--- config.mk ---
export PLATFORM = sky130hd
export DESIGN_NAME = mem_exec_top
export DESIGN_NICKNAME = d
export VERILOG_FILES = /design/src/rtl/mem_exec_pkg.sv /design/src/rtl/xlat_if.sv /design/src/rtl/mem_addr_gen.sv /design/src/rtl/tlb_query_fsm.sv /design/src/rtl/xlat_cache.sv /design/src/rtl/mem_req_ctrl.sv /design/src/rtl/wait_cycle_counter.sv /design/src/rtl/mem_exec_top.sv
export SDC_FILE = /design/constraint.sdc
export NUM_CORES = 1
export LEC_CHECK = 0
export BUFFER_PORTS_ARGS = -buffer_cell sky130_fd_sc_hd__buf_2
export CAP_MARGIN = 30
export CORE_ASPECT_RATIO = 0.9
export CORE_MARGIN = 2
export CORE_UTILIZATION = 23
export DETAILED_ROUTE_END_ITERATION = 8
export PLACE_DENSITY = 0.51
export SYNTH_ARGS = -nofsm -noshare
export SYNTH_HDL_FRONTEND = slang
export SYNTH_HIERARCHICAL = 1
export SYNTH_SLANG_ARGS = --single-unit
--- constraint.sdc ---
create_clock -name clk -period 9.81 [get_ports clk]
set_input_delay 0.4905 -clock clk [delete_from_list [all_inputs] [get_ports clk]]
set_output_delay 0.4905 -clock clk [all_outputs]
set_load 0.01 [all_outputs]
--- src/rtl/mem_exec_pkg.sv ---
package mem_exec_pkg;

    // datapath and page geometry
    localparam int XLEN      = 32;
    localparam int PAGE_BITS = 12;
    localparam int VPN_BITS  = 20;

    typedef enum logic [3:0] {
        MEM_NONE,
        LB,
        LH,
        LW,
        LBU,
        LHU,
        LWL,
        LWR,
        SB,
        SH,
        SW,
        SWL,
        SWR
    } mem_op_e;

    // translation query machine
    typedef enum logic [1:0] {
        Q_IDLE,
        Q_QUERY,
        Q_REQ
    } qstate_e;

    // cp0 cause codes for memory exceptions
    localparam logic [4:0] EXC_MOD  = 5'd1;
    localparam logic [4:0] EXC_TLBL = 5'd2;
    localparam logic [4:0] EXC_TLBS = 5'd3;
    localparam logic [4:0] EXC_ADEL = 5'd4;
    localparam logic [4:0] EXC_ADES = 5'd5;

    // data bus size field
    localparam logic [2:0] SIZE_BYTE = 3'd0;
    localparam logic [2:0] SIZE_HALF = 3'd1;
    localparam logic [2:0] SIZE_WORD = 3'd2;

endpackage

--- src/rtl/xlat_if.sv ---
interface xlat_if
    import mem_exec_pkg::*;
();

    // query machine side
    logic                fill;
    logic                flush;
    logic [XLEN-1:0]     vaddr_save;

    // cached translation
    logic                hit;
    logic [VPN_BITS-1:0] paddr_hi;
    logic                miss;
    logic                invalid;
    logic                dirty;
    logic [2:0]          cattr;

    modport fsm (
        output fill,
        output flush,
        output vaddr_save,
        input  hit
    );

    modport cache (
        input  fill,
        input  flush,
        input  vaddr_save,
        output hit,
        output paddr_hi,
        output miss,
        output invalid,
        output dirty,
        output cattr
    );

endinterface

--- src/rtl/mem_addr_gen.sv ---
module mem_addr_gen
    import mem_exec_pkg::*;
(
    input  mem_op_e          op_i,
    input  logic [XLEN-1:0]  base_i,
    input  logic [15:0]      offset_i,
    input  logic [XLEN-1:0]  wdata_i,
    input  logic             user_mode_i,
    output logic [XLEN-1:0]  eaddr_o,
    output logic             unmapped_o,
    output logic             kseg0_o,
    output logic             is_load_o,
    output logic             is_store_o,
    output logic             addr_err_o,
    output logic [4:0]       err_code_o,
    output logic [3:0]       wstrb_o,
    output logic [XLEN-1:0]  wdata_o,
    output logic [2:0]       size_o
);

    logic [1:0] boff;
    logic [1:0] boffn;
    logic       misaligned;
    logic       kseg_user;

    assign eaddr_o = base_i + {{16{offset_i[15]}}, offset_i};
    assign boff    = eaddr_o[1:0];
    assign boffn   = ~boff;

    // kseg0 and kseg1 bypass translation
    assign unmapped_o = eaddr_o[31:30] == 2'b10;
    assign kseg0_o    = eaddr_o[31:29] == 3'b100;

    assign is_load_o  = op_i inside {LB, LH, LW, LBU, LHU, LWL, LWR};
    assign is_store_o = op_i inside {SB, SH, SW, SWL, SWR};

    assign misaligned = ((op_i == LW || op_i == SW) && boff != 2'd0)
                     || ((op_i == LH || op_i == LHU || op_i == SH) && boff[0]);
    assign kseg_user  = user_mode_i && eaddr_o[31];

    assign addr_err_o = (is_load_o || is_store_o) && (misaligned || kseg_user);
    assign err_code_o = is_store_o ? EXC_ADES : EXC_ADEL;

    always_comb begin
        wstrb_o = 4'b0000;
        wdata_o = '0;
        case (op_i)
            SB: begin
                wstrb_o = 4'b0001 << boff;
                wdata_o = {4{wdata_i[7:0]}};
            end
            SH: begin
                wstrb_o = 4'b0011 << boff;
                wdata_o = {2{wdata_i[15:0]}};
            end
            SW: begin
                wstrb_o = 4'b1111;
                wdata_o = wdata_i;
            end
            // unaligned word stores shift toward the addressed lanes
            SWL: begin
                wstrb_o = 4'b1111 >> boffn;
                wdata_o = wdata_i >> (8 * boffn);
            end
            SWR: begin
                wstrb_o = 4'b1111 << boff;
                wdata_o = wdata_i << (8 * boff);
            end
            default: ;
        endcase
    end

    always_comb begin
        case (op_i)
            LW, LWL, LWR, SW, SWL, SWR: size_o = SIZE_WORD;
            LH, LHU, SH:                size_o = SIZE_HALF;
            default:                    size_o = SIZE_BYTE;
        endcase
    end

    load_store_excl: assert final ($onehot0({is_load_o, is_store_o}))
        else $error("load and store decoded together");

endmodule

--- src/rtl/tlb_query_fsm.sv ---
module tlb_query_fsm
    import mem_exec_pkg::*;
(
    input  logic             clk,
    input  logic             resetn,
    input  logic             valid_i,
    input  logic             need_xlat_i,
    input  logic [XLEN-1:0]  eaddr_i,
    input  logic             data_addr_ok_i,
    input  logic             tlb_exc_i,
    input  logic             tlb_flush_i,
    output qstate_e          qstate_o,
    output logic [XLEN-1:0]  tlb_vaddr_o,
    xlat_if.fsm              xi
);

    qstate_e         state;
    qstate_e         state_next;
    logic            start;
    logic [XLEN-1:0] vaddr_save;

    // mapped access that the cached entry cannot serve
    assign start = valid_i && need_xlat_i && !xi.hit;

    always_comb begin
        case (state)
            Q_IDLE:  state_next = start ? Q_QUERY : Q_IDLE;
            Q_QUERY: state_next = Q_REQ;
            Q_REQ:   state_next = (tlb_exc_i || data_addr_ok_i) ? Q_IDLE : Q_REQ;
            default: state_next = Q_IDLE;
        endcase
    end

    always_ff @(posedge clk) begin
        if (!resetn) begin
            state <= Q_IDLE;
        end else begin
            state <= state_next;
        end
    end

    always_ff @(posedge clk) begin
        if (state == Q_IDLE && start) begin
            vaddr_save <= eaddr_i;
        end
    end

    assign qstate_o      = state;
    assign tlb_vaddr_o   = vaddr_save;
    assign xi.vaddr_save = vaddr_save;
    assign xi.fill       = state == Q_QUERY;
    assign xi.flush      = tlb_flush_i;

    query_one_cycle: assert property (
        @(posedge clk) disable iff (!resetn)
        state == Q_QUERY |=> state == Q_REQ
    );

    req_after_query: assert property (
        @(posedge clk) disable iff (!resetn)
        (state == Q_REQ && $past(state) != Q_REQ) |-> $past(state) == Q_QUERY
    );

endmodule

--- src/rtl/xlat_cache.sv ---
module xlat_cache
    import mem_exec_pkg::*;
(
    input  logic             clk,
    input  logic             resetn,
    xlat_if.cache            xi,
    input  logic [XLEN-1:0]  tlb_paddr_i,
    input  logic             tlb_miss_i,
    input  logic             tlb_invalid_i,
    input  logic             tlb_dirty_i,
    input  logic [2:0]       tlb_cattr_i,
    input  logic [XLEN-1:0]  eaddr_i,
    input  logic             is_store_i,
    output logic             tlb_exc_o,
    output logic [4:0]       tlb_code_o
);

    logic                valid;
    logic [VPN_BITS-1:0] vpn;
    logic [VPN_BITS-1:0] ppn;
    logic                miss_q;
    logic                invalid_q;
    logic                dirty_q;
    logic [2:0]          cattr_q;
    logic                no_entry;

    always_ff @(posedge clk) begin
        if (!resetn) begin
            valid <= 1'b0;
        end else if (xi.flush) begin
            valid <= 1'b0;
        end else if (xi.fill) begin
            valid <= 1'b1;
        end
    end

    // tlb result is sampled in the query cycle
    always_ff @(posedge clk) begin
        if (xi.fill) begin
            vpn       <= xi.vaddr_save[XLEN-1:PAGE_BITS];
            ppn       <= tlb_paddr_i[XLEN-1:PAGE_BITS];
            miss_q    <= tlb_miss_i;
            invalid_q <= tlb_invalid_i;
            dirty_q   <= tlb_dirty_i;
            cattr_q   <= tlb_cattr_i;
        end
    end

    assign xi.hit      = valid && (vpn == eaddr_i[XLEN-1:PAGE_BITS]);
    assign xi.paddr_hi = ppn;
    assign xi.miss     = miss_q;
    assign xi.invalid  = invalid_q;
    assign xi.dirty    = dirty_q;
    assign xi.cattr    = cattr_q;

    assign no_entry  = xi.miss || xi.invalid;
    assign tlb_exc_o = xi.hit && (no_entry || (is_store_i && !xi.dirty));

    always_comb begin
        if (!is_store_i) begin
            tlb_code_o = EXC_TLBL;
        end else if (no_entry) begin
            tlb_code_o = EXC_TLBS;
        end else begin
            // clean page written
            tlb_code_o = EXC_MOD;
        end
    end

endmodule

--- src/rtl/mem_req_ctrl.sv ---
module mem_req_ctrl
    import mem_exec_pkg::*;
(
    input  logic                 valid_i,
    input  qstate_e              qstate_i,
    input  logic [XLEN-1:0]      eaddr_i,
    input  logic                 unmapped_i,
    input  logic                 kseg0_i,
    input  logic                 is_load_i,
    input  logic                 is_store_i,
    input  logic                 addr_err_i,
    input  logic [4:0]           err_code_i,
    input  logic                 hit_i,
    input  logic [VPN_BITS-1:0]  paddr_hi_i,
    input  logic                 miss_i,
    input  logic [2:0]           cattr_i,
    input  logic                 tlb_exc_i,
    input  logic [4:0]           tlb_code_i,
    input  logic [2:0]           config_k0_i,
    input  logic                 data_addr_ok_i,
    output logic                 data_req_o,
    output logic                 data_wr_o,
    output logic                 data_cache_o,
    output logic [XLEN-1:0]      data_addr_o,
    output logic                 done_o,
    output logic                 exc_o,
    output logic [4:0]           exccode_o,
    output logic [XLEN-1:0]      badvaddr_o,
    output logic                 tlb_refill_o,
    output logic                 load_stall_o,
    output logic                 store_stall_o
);

    logic access;
    logic direct_ok;
    logic xlat_ok;
    logic addr_exc;
    logic tlb_exc;

    assign access    = valid_i && (is_load_i || is_store_i);
    assign direct_ok = qstate_i == Q_IDLE && unmapped_i;
    // a cached translation is usable on a hit or after a refill
    assign xlat_ok   = (qstate_i == Q_IDLE && !unmapped_i && hit_i) || qstate_i == Q_REQ;

    assign addr_exc = access && addr_err_i && qstate_i == Q_IDLE;
    assign tlb_exc  = access && !addr_err_i && xlat_ok && tlb_exc_i;

    assign data_req_o = access && !addr_err_i && (direct_ok || (xlat_ok && !tlb_exc_i));
    assign data_wr_o  = is_store_i;

    assign data_addr_o  = direct_ok ? {3'b000, eaddr_i[28:0]}
                                    : {paddr_hi_i, eaddr_i[PAGE_BITS-1:0]};
    assign data_cache_o = unmapped_i ? (kseg0_i && config_k0_i[0]) : cattr_i[0];

    assign exc_o        = addr_exc || tlb_exc;
    assign exccode_o    = addr_exc ? err_code_i : tlb_code_i;
    assign badvaddr_o   = eaddr_i;
    assign tlb_refill_o = tlb_exc && miss_i;
    assign done_o       = exc_o || (data_req_o && data_addr_ok_i);

    // request pending but not yet taken
    assign load_stall_o  = data_req_o && !data_addr_ok_i && is_load_i;
    assign store_stall_o = data_req_o && !data_addr_ok_i && is_store_i;

    req_exc_excl: assert final (!(data_req_o && exc_o))
        else $error("request issued with an exception");

endmodule

--- src/rtl/wait_cycle_counter.sv ---
module wait_cycle_counter (
    input  logic        clk,
    input  logic        resetn,
    input  logic        inc_i,
    output logic [31:0] count_o
);

    always_ff @(posedge clk) begin
        if (!resetn) begin
            count_o <= 32'd0;
        end else if (inc_i) begin
            count_o <= count_o + 32'd1;
        end
    end

endmodule

--- src/rtl/mem_exec_top.sv ---
module mem_exec_top
    import mem_exec_pkg::*;
(
    input  logic             clk,
    input  logic             resetn,
    input  logic             valid_i,
    input  mem_op_e          op_i,
    input  logic [XLEN-1:0]  base_i,
    input  logic [15:0]      offset_i,
    input  logic [XLEN-1:0]  wdata_i,
    input  logic             user_mode_i,
    input  logic [2:0]       config_k0_i,
    input  logic             tlb_flush_i,
    input  logic [XLEN-1:0]  tlb_paddr_i,
    input  logic             tlb_miss_i,
    input  logic             tlb_invalid_i,
    input  logic             tlb_dirty_i,
    input  logic [2:0]       tlb_cattr_i,
    input  logic             data_addr_ok_i,
    output logic             data_req_o,
    output logic             data_wr_o,
    output logic             data_cache_o,
    output logic [3:0]       data_wstrb_o,
    output logic [XLEN-1:0]  data_addr_o,
    output logic [2:0]       data_size_o,
    output logic [XLEN-1:0]  data_wdata_o,
    output logic [XLEN-1:0]  tlb_vaddr_o,
    output logic             done_o,
    output logic             exc_o,
    output logic [4:0]       exccode_o,
    output logic [XLEN-1:0]  badvaddr_o,
    output logic             tlb_refill_o,
    output logic [31:0]      load_wait_cnt_o,
    output logic [31:0]      store_wait_cnt_o
);

    logic [XLEN-1:0] eaddr;
    logic            unmapped;
    logic            kseg0;
    logic            is_load;
    logic            is_store;
    logic            addr_err;
    logic [4:0]      err_code;
    logic            need_xlat;
    qstate_e         qstate;
    logic            tlb_exc;
    logic [4:0]      tlb_code;
    logic            load_stall;
    logic            store_stall;

    xlat_if u_xlat ();

    // only clean mapped accesses go to the tlb
    assign need_xlat = (is_load || is_store) && !unmapped && !addr_err;

    mem_addr_gen u_addr_gen (
        .op_i        (op_i),
        .base_i      (base_i),
        .offset_i    (offset_i),
        .wdata_i     (wdata_i),
        .user_mode_i (user_mode_i),
        .eaddr_o     (eaddr),
        .unmapped_o  (unmapped),
        .kseg0_o     (kseg0),
        .is_load_o   (is_load),
        .is_store_o  (is_store),
        .addr_err_o  (addr_err),
        .err_code_o  (err_code),
        .wstrb_o     (data_wstrb_o),
        .wdata_o     (data_wdata_o),
        .size_o      (data_size_o)
    );

    tlb_query_fsm u_query (
        .clk            (clk),
        .resetn         (resetn),
        .valid_i        (valid_i),
        .need_xlat_i    (need_xlat),
        .eaddr_i        (eaddr),
        .data_addr_ok_i (data_addr_ok_i),
        .tlb_exc_i      (tlb_exc),
        .tlb_flush_i    (tlb_flush_i),
        .qstate_o       (qstate),
        .tlb_vaddr_o    (tlb_vaddr_o),
        .xi             (u_xlat)
    );

    xlat_cache u_cache (
        .clk           (clk),
        .resetn        (resetn),
        .xi            (u_xlat),
        .tlb_paddr_i   (tlb_paddr_i),
        .tlb_miss_i    (tlb_miss_i),
        .tlb_invalid_i (tlb_invalid_i),
        .tlb_dirty_i   (tlb_dirty_i),
        .tlb_cattr_i   (tlb_cattr_i),
        .eaddr_i       (eaddr),
        .is_store_i    (is_store),
        .tlb_exc_o     (tlb_exc),
        .tlb_code_o    (tlb_code)
    );

    mem_req_ctrl u_req (
        .valid_i        (valid_i),
        .qstate_i       (qstate),
        .eaddr_i        (eaddr),
        .unmapped_i     (unmapped),
        .kseg0_i        (kseg0),
        .is_load_i      (is_load),
        .is_store_i     (is_store),
        .addr_err_i     (addr_err),
        .err_code_i     (err_code),
        .hit_i          (u_xlat.hit),
        .paddr_hi_i     (u_xlat.paddr_hi),
        .miss_i         (u_xlat.miss),
        .cattr_i        (u_xlat.cattr),
        .tlb_exc_i      (tlb_exc),
        .tlb_code_i     (tlb_code),
        .config_k0_i    (config_k0_i),
        .data_addr_ok_i (data_addr_ok_i),
        .data_req_o     (data_req_o),
        .data_wr_o      (data_wr_o),
        .data_cache_o   (data_cache_o),
        .data_addr_o    (data_addr_o),
        .done_o         (done_o),
        .exc_o          (exc_o),
        .exccode_o      (exccode_o),
        .badvaddr_o     (badvaddr_o),
        .tlb_refill_o   (tlb_refill_o),
        .load_stall_o   (load_stall),
        .store_stall_o  (store_stall)
    );

    wait_cycle_counter u_load_wait (
        .clk     (clk),
        .resetn  (resetn),
        .inc_i   (load_stall),
        .count_o (load_wait_cnt_o)
    );

    wait_cycle_counter u_store_wait (
        .clk     (clk),
        .resetn  (resetn),
        .inc_i   (store_stall),
        .count_o (store_wait_cnt_o)
    );

endmodule

==> flow_summary.ini <==
[status]
status = complete, no violations

[cells_and_area]
fin_nets = 1451
nFillCells = 4593
final_core_util_pct = 28.3
multiInputGateArea_sq_um = 5480
seq_area_sq_um = 3620
fin_cells = 1855
layout-drive-gt1-share_pct = 32.9
design_area_sq_um = 12200
syn_to_final_growth_pct = 21.8
layout_commonest_cell = buf_2
layout.cells.most_common_list = buf_2, edfxtp_1, nor2_1

[power_and_ir_drop]
peakVddDrop_mv = 0.150
seqPwrFrac_pct = 36.7
p_int_uw = 1260
switching_share_pct = 31.8
power.share.clock_pct = 36.3
power_leakage_uw = 0.00499
comb_power_share_pct = 27.1
p_sw_uw = 588
power_density_nw_per_um2 = 152

[setup_path]
crit_required_ns = 10.17
crit_chain = buf_2 -> ha_1 -> fa_1 -> a211oi_1 -> o21ai_2 -> a31oi_4 -> nor2_2 -> a211oi_4 -> o21bai_1 -> xor2_1 -> inv_1 -> a222oi_1 -> nand4_1 -> nor3_1 -> o21bai_1 -> a2111o_1 -> nor3b_1 -> and4_1 -> nand4_1 -> or4_1 -> a21oi_1
cp.arrival_ns = 7.59
critPathCaptureType = flop
crit_type = in2reg
worstPathMaxFanout = 12
crit_slowest_cell = nor3b_1
start_kind = input port
slowest_delay_ns = 0.77

[clocking]
cts_resized = 0
cts_buffer_depth = 2
cts_tree = built
htreeDepth = 4
cts.clk_slew.worst_paths_ns = 0.06
post-cts-setup-buffer-count = 0
cts_inserted_buffers = 17
clk_latency_ns = 0.43
hold_buffers = 0
cts.sinks = 143
root_buffer = clkbuf_16

[placed_design]
dp_cells = 1821
hpwl_mm = 24.7
gp_congestion = 0.877
io_buffers = 321
post_dp_cell_area_sq_um = 11600
dp_slack_ns = 2.21

[timing]
clock_skew_ns = 0.0134
min_period_ns = 7.23
finalHoldViolCount = 0
drv_slew = 0
post-route-period-util_pct = 73.7
final.setup.worst_slack_ns = 2.58
finalSetupTns_ns = 0
finalSetupViolations = 0
tightestPinTransition_ns = 0.933
clock.fmax_mhz = 138
maxSlewHeadroom_pct = 37.7
rsz0062_at_grt = no

[grt]
overflow = 0
met3_usage_pct = 4.40
track_usage_pct = 14.2
grt_pass1_wl_mm = 50.2
gr-usage-met1_pct = 17.7
grt_max_degree = 56
antenna_found_initial = 4
grtUsageMet2_pct = 23.6
top_usage_layer = met2
grt_pass1_vias = 8729

[floorplanning]
io_pins = 341
die_h_um = 202
core_sq_um = 43000
dieArea_sq_um = 45200
fp-row-count = 72
start_util_pct = 23.3
die_w_um = 224

[route]
drtIter0Drc = 662
first_pass_iters = 7
vias_per_cell = 4.89
remaining_drc_errors = 0
num_vias = 9069
routed_wl_mm = 32.6
ant_nets = 0
wire_per_inst_um = 17.6

[synth]
syn_area_per_cell_sq_um = 9.40
yosysWarningCount = 6
synth_area_sq_um = 10000
synthCells = 1063

[job]
max_cap_viol_count = 0

[hold_path]
hp-class = in2reg
[layer usage]
layer / up-vias / part of all wire, % / routed length (um)
met4: 6 / 1.5 / 478
met2: 349 / 47 / 15500
met1: 4319 / 43 / 14200
li1: 4355 / - / -
met3: 40 / 7.5 / 2440
met5: - / 0.13 / 44
[sequential cells by signal, summed over array words and instances (netlist names)]
name,flops
u_cache/valid,1
u_cache/vpn,20
u_cache/xi.cattr,1
u_cache/xi.dirty,1
u_cache/xi.invalid,1
u_cache/xi.miss,1
u_cache/xi.paddr_hi,20
u_load_wait/count_o,32
u_query/qstate_o,2
u_query/tlb_vaddr_o,32
u_store_wait/count_o,32
[layout make-up]
class | count | share of cell area, %
Tap cell | 555 | 5.70
Sequential cell | 143 | 29.8
Clock inverter | 9 | 0.761
Inverter | 24 | 0.740
Clock buffer | 23 | 4.19
Antenna cell | 1 | 0.0206
Multi-Input combinational cell | 769 | 45.0
Timing Repair Buffer | 331 | 13.8
[power groups by stage]
| stage | logic, uW | registers, uW | clock network, uW |
|---|---|---|---|
| finish | 500 | 678 | 670 |
| CTS | 509 | 678 | 697 |
| detailed placement | 507 | 691 | 0 |
| global placement | 503 | 690 | 0 |
| floorplan | 363 | 698 | 0 |
| global route | 552 | 680 | 719 |
[stage by stage]
step	hold WS, ns	total power, uW
floorplan	0.469	1060
global placement	0.428	1190
detailed placement	0.426	1200
CTS	0.186	1880
global route	0.192	1950
finish	0.219	1850
[critical path, delay by kind of cell]
family          cells  cell delay [ns]
simple gates        7             3.26
compound gates      9             2.55
fa+ha+maj           2             0.67
xor+xnor            1             0.41
buf+inv             2             0.18
[final timing paths]
path	start	end	slack, ns	cells after the start
max reg2reg	u_cache/vpn[0]$_DFFE_PP_	u_load_wait/count_o[22]$_SDFFE_PN0P_	4.80	11
max	base_i[0]	u_load_wait/count_o[22]$_SDFFE_PN0P_	2.58	21
min	tlb_flush_i	u_cache/valid$_SDFFE_PP0P_	0.22	2
min reg2reg	u_query/tlb_vaddr_o[16]$_DFFE_PP_	u_cache/vpn[4]$_DFFE_PP_	0.44	0
Note: power is estimated with default switching activity, not from simulation.
